==> config.mk <==
export PLATFORM = sky130hd
export DESIGN_NAME = sigmoid
export DESIGN_NICKNAME = d
export VERILOG_FILES = /design/src/logic/sigmoidTablePkg.sv /design/src/logic/sigmoidTypesPkg.sv /design/src/logic/sigmoid.sv /design/src/logic/sigmoidDecode.sv /design/src/logic/sigmoidExecute.sv /design/src/logic/sigmoidResult.sv
export VERILOG_INCLUDE_DIRS = /design/src /design/src/logic
export SDC_FILE = /design/constraint.sdc
export NUM_CORES = 1
export LEC_CHECK = 0
export BUFFER_PORTS_ARGS = -buffer_cell sky130_fd_sc_hd__buf_2
export CAP_MARGIN = 20
export CORE_MARGIN = 1
export CORE_UTILIZATION = 55
export CTS_CLUSTER_SIZE = 14
export DETAILED_ROUTE_END_ITERATION = 12
export MAX_ROUTING_LAYER = met4
export PLACE_DENSITY = 0.74
export SETUP_SLACK_MARGIN = 0.1
export SYNTH_ARGS = -nofsm -noshare
export SYNTH_HDL_FRONTEND = slang
export SYNTH_SLANG_ARGS = --single-unit
==> constraint.sdc <==
create_clock -name clk -period 4.33 [get_ports clk]
set_clock_uncertainty 0.2 [all_clocks]
set_input_delay 0.433 -clock clk [delete_from_list [all_inputs] [get_ports clk]]
set_output_delay 0.433 -clock clk [all_outputs]
set_load 0.005 [all_outputs]
==> src/logic/sigmoid_macros.svh <==
`ifndef SIGMOID_MACROS_SVH
`define SIGMOID_MACROS_SVH

// Signed input sample
`define SIGMOID_X_W 8
// Result word, value lives in bits 14:4
`define SIGMOID_Y_W 16
// Magnitude has to hold 128 for the most negative input
`define SIGMOID_MAG_W 8
`define SIGMOID_SLOPE_W 4
// Multiply-add result, also the intercept width
`define SIGMOID_SUM_W 12
`define SIGMOID_VAL_W 11

// Result FIFO and credit flow control
`define SIGMOID_FIFO_DEPTH 4
`define SIGMOID_CREDIT_W 3

`endif

==> src/logic/sigmoidTablePkg.sv <==
`include "sigmoid_macros.svh"

package sigmoidTablePkg;

	// Slope per segment, fraction of 2^-3 down to 2^-6
	parameter logic [`SIGMOID_SLOPE_W-1:0] slopeTable [8] = '{
		4'd15,
		4'd14,
		4'd11,
		4'd8,
		4'd6,
		4'd4,
		4'd2,
		4'd1
	};

	// Intercept per segment
	// Top two bits are always 01, so every value sits around one half
	parameter logic [`SIGMOID_SUM_W-1:0] interceptTable [8] = '{
		12'd1027,
		12'd1053,
		12'd1150,
		12'd1295,
		12'd1419,
		12'd1572,
		12'd1762,
		12'd1880
	};

endpackage

==> src/logic/sigmoidTypesPkg.sv <==
`include "sigmoid_macros.svh"

package sigmoidTypesPkg;

	// Eight linear pieces over the input magnitude
	typedef enum logic [2:0] {
		SEG0,
		SEG1,
		SEG2,
		SEG3,
		SEG4,
		SEG5,
		SEG6,
		SEG7
	} segment_e;

	// Decode to execute
	typedef struct packed {
		logic                          valid;
		logic                          sign;
		logic [`SIGMOID_MAG_W-1:0]     magnitude;
		segment_e                      segment;
	} decodedSample_t;

	// Execute to result
	typedef struct packed {
		logic                          valid;
		logic                          sign;
		logic [`SIGMOID_SUM_W-1:0]     sum;
	} productSample_t;

endpackage

==> src/logic/sigmoid.sv <==
`include "sigmoid_macros.svh"

module sigmoid (
	input  logic                                clk,
	input  logic                                i_arstN,
	input  logic signed [`SIGMOID_X_W-1:0]      i_x,
	input  logic                                i_xValid,
	output logic                                o_xCredit,
	output logic [`SIGMOID_Y_W-1:0]             o_y,
	output logic                                o_yValid,
	input  logic                                i_yCredit
);

	sigmoidTypesPkg::decodedSample_t decoded;
	sigmoidTypesPkg::productSample_t product;

	// Magnitude, sign and segment pick
	sigmoidDecode decode_i (
		.clk        (clk),
		.i_arstN    (i_arstN),
		.i_x        (i_x),
		.i_xValid   (i_xValid),
		.o_decoded  (decoded)
	);

	// Slope times magnitude plus intercept
	sigmoidExecute execute_i (
		.clk        (clk),
		.i_arstN    (i_arstN),
		.i_decoded  (decoded),
		.o_product  (product)
	);

	// Sign fold, result FIFO and both credit sides
	sigmoidResult result_i (
		.clk        (clk),
		.i_arstN    (i_arstN),
		.i_product  (product),
		.i_yCredit  (i_yCredit),
		.o_y        (o_y),
		.o_yValid   (o_yValid),
		.o_xCredit  (o_xCredit)
	);

endmodule

==> src/logic/sigmoidDecode.sv <==
`include "sigmoid_macros.svh"

module sigmoidDecode (
	input  logic                                clk,
	input  logic                                i_arstN,
	input  logic signed [`SIGMOID_X_W-1:0]      i_x,
	input  logic                                i_xValid,
	output sigmoidTypesPkg::decodedSample_t     o_decoded
);

	localparam int MagW = `SIGMOID_MAG_W;

	logic [`SIGMOID_X_W-1:0] negX;
	logic [`SIGMOID_X_W-1:0] absX;
	logic [MagW-1:0] magnitude;
	sigmoidTypesPkg::segment_e segment;

	// Negating -128 wraps to 8'h80 which reads as 128
	assign negX = ~i_x + 1'b1;
	assign absX = i_x[`SIGMOID_X_W-1] ? negX : i_x;
	assign magnitude = MagW'(absX);

	// Only 128 has the top bit set and it shares the last segment
	always_comb begin
		if (magnitude[MagW-1]) begin
			segment = sigmoidTypesPkg::SEG7;
		end else begin
			segment = sigmoidTypesPkg::segment_e'(magnitude[6:4]);
		end
	end

	always_ff @(posedge clk or negedge i_arstN) begin
		if (!i_arstN) begin
			o_decoded <= '0;
		end else begin
			o_decoded.valid <= i_xValid;
			o_decoded.sign <= i_x[`SIGMOID_X_W-1];
			o_decoded.magnitude <= magnitude;
			o_decoded.segment <= segment;
		end
	end

	// Anything above 128 means the negate went wrong
	magnitudeRange: assert property (
		@(posedge clk) disable iff (!i_arstN)
		o_decoded.valid |-> (o_decoded.magnitude <= MagW'(128))
	) else $error("decoded magnitude %0d above 128", o_decoded.magnitude);

endmodule

==> src/logic/sigmoidExecute.sv <==
`include "sigmoid_macros.svh"

module sigmoidExecute (
	input  logic                                clk,
	input  logic                                i_arstN,
	input  sigmoidTypesPkg::decodedSample_t     i_decoded,
	output sigmoidTypesPkg::productSample_t     o_product
);

	localparam int SumW = `SIGMOID_SUM_W;

	logic [`SIGMOID_SLOPE_W-1:0] slope;
	logic [SumW-1:0] intercept;
	logic [SumW-1:0] product;
	logic [SumW-1:0] sum;

	// Coefficient lookup
	assign slope = sigmoidTablePkg::slopeTable[i_decoded.segment];
	assign intercept = sigmoidTablePkg::interceptTable[i_decoded.segment];

	// 8x4 product fits in 12 bits, the add may carry out and is dropped
	assign product = SumW'(i_decoded.magnitude) * SumW'(slope);
	assign sum = product + intercept;

	always_ff @(posedge clk or negedge i_arstN) begin
		if (!i_arstN) begin
			o_product <= '0;
		end else begin
			o_product.valid <= i_decoded.valid;
			o_product.sign <= i_decoded.sign;
			o_product.sum <= sum;
		end
	end

endmodule

==> src/logic/sigmoidResult.sv <==
`include "sigmoid_macros.svh"

module sigmoidResult (
	input  logic                                clk,
	input  logic                                i_arstN,
	input  sigmoidTypesPkg::productSample_t     i_product,
	input  logic                                i_yCredit,
	output logic [`SIGMOID_Y_W-1:0]             o_y,
	output logic                                o_yValid,
	output logic                                o_xCredit
);

	localparam int Depth = `SIGMOID_FIFO_DEPTH;
	localparam int PtrW = $clog2(Depth);
	localparam int CountW = $clog2(Depth + 1);
	localparam int CreditW = `SIGMOID_CREDIT_W;

	logic [`SIGMOID_VAL_W-1:0] foldedVal;
	logic [`SIGMOID_Y_W-1:0] resultWord;
	logic [`SIGMOID_Y_W-1:0] fifoMem [Depth];
	logic [PtrW-1:0] wrPtr;
	logic [PtrW-1:0] rdPtr;
	logic [CountW-1:0] fifoCount;
	logic [CreditW-1:0] creditCnt;
	logic fifoFull;
	logic fifoEmpty;
	logic push;
	logic pop;

	// Negative inputs give 1 - f(|x|), which is the bitwise inverse here
	assign foldedVal = i_product.sum[`SIGMOID_VAL_W-1:0] ^ {`SIGMOID_VAL_W{i_product.sign}};
	assign resultWord = {1'b0, foldedVal, 4'b0000};

	assign fifoFull = (fifoCount == CountW'(Depth));
	assign fifoEmpty = (fifoCount == '0);

	// No stall path, the producer credits keep room for every valid sample
	assign push = i_product.valid;
	assign pop = !fifoEmpty && (creditCnt != '0);

	assign o_y = fifoMem[rdPtr];
	assign o_yValid = pop;
	// Each slot freed goes straight back to the producer
	assign o_xCredit = pop;

	always_ff @(posedge clk) begin
		if (push) begin
			fifoMem[wrPtr] <= resultWord;
		end
	end

	// Depth is a power of two so the pointers wrap by themselves
	always_ff @(posedge clk or negedge i_arstN) begin
		if (!i_arstN) begin
			wrPtr <= '0;
			rdPtr <= '0;
			fifoCount <= '0;
		end else begin
			if (push) begin
				wrPtr <= wrPtr + 1'b1;
			end
			if (pop) begin
				rdPtr <= rdPtr + 1'b1;
			end
			if (push && !pop) begin
				fifoCount <= fifoCount + 1'b1;
			end else if (pop && !push) begin
				fifoCount <= fifoCount - 1'b1;
			end
		end
	end

	// Output credits, a grant and a send in one cycle cancel
	always_ff @(posedge clk or negedge i_arstN) begin
		if (!i_arstN) begin
			creditCnt <= '0;
		end else begin
			case ({i_yCredit, pop})
				2'b10: creditCnt <= creditCnt + 1'b1;
				2'b01: creditCnt <= creditCnt - 1'b1;
				default: creditCnt <= creditCnt;
			endcase
		end
	end

	// Producer broke the credit contract
	noPushWhenFull: assert property (
		@(posedge clk) disable iff (!i_arstN)
		push |-> (!fifoFull || pop)
	) else $error("push into full result FIFO");

	creditNoOverflow: assert property (
		@(posedge clk) disable iff (!i_arstN)
		(i_yCredit && !pop) |-> (creditCnt != '1)
	) else $error("output credit counter overflow");

	// Spending the last credit with nothing new must stop the output
	lastCreditStops: assert property (
		@(posedge clk) disable iff (!i_arstN)
		(o_yValid && !i_yCredit && creditCnt == CreditW'(1)) |=> !o_yValid
	) else $error("o_yValid high with zero output credits");

endmodule

==> flow_metrics.env <==
export IMPL_critPathCaptureType="flop"
export IMPL_cts_root_buf="clkbuf_8"
export IMPL_n_fill_cell=589
export IMPL_syn_area_sq_um=4472
export IMPL_switchingPower_mw=1.221
export IMPL_syn_to_final_growth_pct=13.37
export IMPL_ys_types=39
export IMPL_grtUsageTotal_pct=19.21
export IMPL_first_pass_iters=4
export IMPL_cp_required_ns=4.36
export IMPL_drv_slew=0
export IMPL_fin_nets=451
export IMPL_setup_viol=0
export IMPL_clkTransAtPathRegs_ns=0.08
export IMPL_worstSetupStartpointType="flop"
export IMPL_die_area_sq_um=8495
export IMPL_yosysSeqAreaShare_pct=49.69
export IMPL_critPathMaxFanout=10
export IMPL_grt_ovfl_total=0
export IMPL_drive_gt1_share_pct=21.37
export IMPL_synth_warnings=0
export IMPL_design_area_sq_um=5070
export IMPL_ant_nets=0
export IMPL_place_congestion=0.8041
export IMPL_final_hold_viol_count=0
export IMPL_regArea_sq_um=2223
export IMPL_io_buffers=24
export IMPL_internal_power_mw=2.189
export IMPL_die_x_microns=92.17
export IMPL_synthesis_instances=346
export IMPL_multi_input_area_sq_um=2113
export IMPL_maxCapViolations=0
export IMPL_num_antenna_cells=0
export IMPL_ir_drop_v=0.0002814
export IMPL_wl_met2_microns=3972
export IMPL_vias=2495
export IMPL_ys_async_sr_fraction_pct=45.00
export IMPL_cts_buffers=9
export IMPL_via_per_inst=5.040
export IMPL_dpl_cell_area_sq_um=4712
export IMPL_rsz0062_at_grt="yes"
export IMPL_min_path_type="input pin to flop"
export IMPL_drt_iter0_markers=79
export IMPL_cts_max_path_buffers=2
export IMPL_tritoncts="built"
export IMPL_crit_type="flop to flop"
export IMPL_outcome="completed"
export IMPL_io_pin_count=30
export IMPL_synth_flop_cell="edfxtp_1"
export IMPL_highest_layer="met4"
export IMPL_power_frac_comb_pct=47.3
export IMPL_dp_hpwl_microns=5346
export IMPL_fin_crit_sh_pct=94.11
export IMPL_route_detailed_drc=0
export IMPL_wl_microns=7167
export IMPL_fin_crit_ns=4.075
export IMPL_start_util_pct=57.28
export IMPL_p_seq_share_pct=36.8
export IMPL_num_rows=32
export IMPL_syn_area_per_cell_sq_um=12.92
export IMPL_powerDensity_nw_per_um2=672.6
export IMPL_routed_wl_met3_microns=205
export IMPL_met1_length_microns=2907
export IMPL_clk_latency_ns=0.35
export IMPL_leakagePower_nw=2.157
export IMPL_antenna_found_initial=0
export IMPL_relSlewSlack_pct=47.84
export IMPL_worst_ep_arrival_time_ns=4.11
export IMPL_clock_fmax_mhz=245.4
export IMPL_core_sq_um=7807
export IMPL_grt_pass1_vias=2607
export IMPL_tns_ns=0
export IMPL_synth_ff_latch_count=80
export IMPL_htreeDepth=3
export IMPL_synth_edf_count=44
export IMPL_clkPwrFrac_pct=15.8
export IMPL_die_y_microns=92.17
export IMPL_grt_max_degree=37
export IMPL_grt_pass1_wl_microns=11930
export IMPL_tightest_slew_ns=0.7824
export IMPL_cts_sinks=80
export IMPL_switching_share_pct=35.80
export IMPL_wire_per_inst_microns=14.48
## timing repair
action,CTS,global route
hold buffers,2,0
pin swaps,2,12
setup endpoints to repair,3,4
gates resized for setup,3,15
endpoints found under the hold margin,33,0
buffers inserted,3,3
## worst paths after layout
path / slack (ns) / end / cells after the start / startpoint
setup reg to reg: 0.26 / execute_i.o_product[10] / 15 / decode_i.o_decoded[1]
setup / recovery: 0.26 / execute_i.o_product[10] / 15 / decode_i.o_decoded[1]
hold / removal: 0.02 / decode_i.o_decoded[3] / 1 / i_x[0]
min in group asynchronous: 0.50 / result_i.rdPtr[0] / 2 / i_arstN
max in group asynchronous: 2.88 / decode_i.o_decoded[1] / 2 / i_arstN
hold reg to reg: 0.16 / execute_i.o_product[13] / 0 / decode_i.o_decoded[12]
## cells by family (layout without fill, tap and decap cells)
kind of cell               after synthesis  in the layout  synth area share [%]
DFF                                     80             80                 49.69
and+or+nand+nor                         80             80                 9.597
buffers and inverters                   60            103                 5.708
adders and majority gates               51             51                 17.96
xor gates and xnor gates                35             35                 6.855
AOI/OAI and AO/OA                       21             21                 2.938
muxes                                   18             18                 7.163
other                                    1              5               0.08386
## per-layer routing
layer,GRT usage [%],vias up
met5,-,-
met4,5.859,0
met3,3.980,9
met2,34.89,39
met1,21.14,1225
li1,-,1222
## stage by stage
| stage | cells | power, mW | hold WS (ns) | worst slack [ns] | util (%) |
|---|---|---|---|---|---|
| after global routing | 495 | 3.683 | 0.008374 | 0.07545 | 64.94 |
| final | 495 | 3.410 | 0.01756 | 0.2551 | 64.94 |
| after CTS | 492 | 3.280 | 0.007800 | 0.1018 | 63.69 |
| after floorplan | 350 | 2.348 | -0.06259 | 0.1610 | - |
| after global placement | 471 | 2.628 | 0.1322 | 0.1276 | 60.35 |
| after detailed placement | 471 | 2.703 | 0.1347 | 0.002094 | 60.35 |
## area by class of cell
class                      instances  area share [%]
clock buffer                      10           2.517
clock inverter                     6           1.333
inverter                          50           3.702
multi-input combinational        210           41.68
sequential                        80           43.85
tap                              102           2.517
timing repair buffer              37           4.393
## registers in the layout, summed over array words and instances (netlist names)
name	flops
result_i.wrPtr	2
result_i.fifoMem	44
execute_i.o_product	13
result_i.rdPtr	2
decode_i.o_decoded	13
result_i.creditCnt	3
result_i.fifoCount	3
## synthesized netlist by cell type, types with 2 or more instances
cell type  instances  share of area (%)
xor2_1            19                3.7
fa_1              22                9.8
mux4_2            11                5.5
nor2_1            11               0.92
xnor2_1           16                3.1
o21ai_0            5               0.56
nor4_1             2               0.28
ha_1              29                8.1
buf_4              7                1.2
nand3_1            2               0.22
and2_1            15                2.1
buf_2              3               0.34
mux2i_1            5                1.1
edfxtp_1          44                 30
a21oi_1            7               0.78
nor2b_1           13                1.8
a21boi_0           2               0.34
dfrtp_1           36                 20
nand2_1           20                1.7
nor3_1             5               0.56
inv_1             49                4.1
nand2b_1           5               0.70
mux2_2             2               0.50
## critical path: stages (launching register included)
cell,delay [ns]
dfrtp_2,0.40
buf_4,0.18
ha_1,0.22
a2bb2oi_4,0.20
and2_1,0.18
fa_1,0.46
fa_1,0.55
inv_1,0.05
fa_1,0.52
inv_1,0.04
ha_2,0.32
o21ai_2,0.22
nor2_1,0.08
nor3_2,0.13
a21oi_2,0.08
xnor2_1,0.13
## layout by cell type (no fill, tap or decap), drive strengths merged, types with 6 or more instances in the layout
cell    instances
xor2           19
clkbuf         10
nor2b          13
fa             22
o21ai           6
dfrtp          36
ha             29
edfxtp         44
mux4           11
buf            35
nand2          20
inv            52
xnor2          16
nor2           12
and2           15
a21oi           7
## power by group through the flow
stage               Sequential [mW]  Clock (mW)  Combinational (mW)
finish                         1.26       0.540                1.61
global route                   1.29       0.584                1.81
CTS                            1.26       0.553                1.47
detailed placement             1.28           0                1.43
global placement               1.26           0                1.36
floorplan                      1.20           0                1.15
Note: power is estimated with default switching activity, not from simulation.
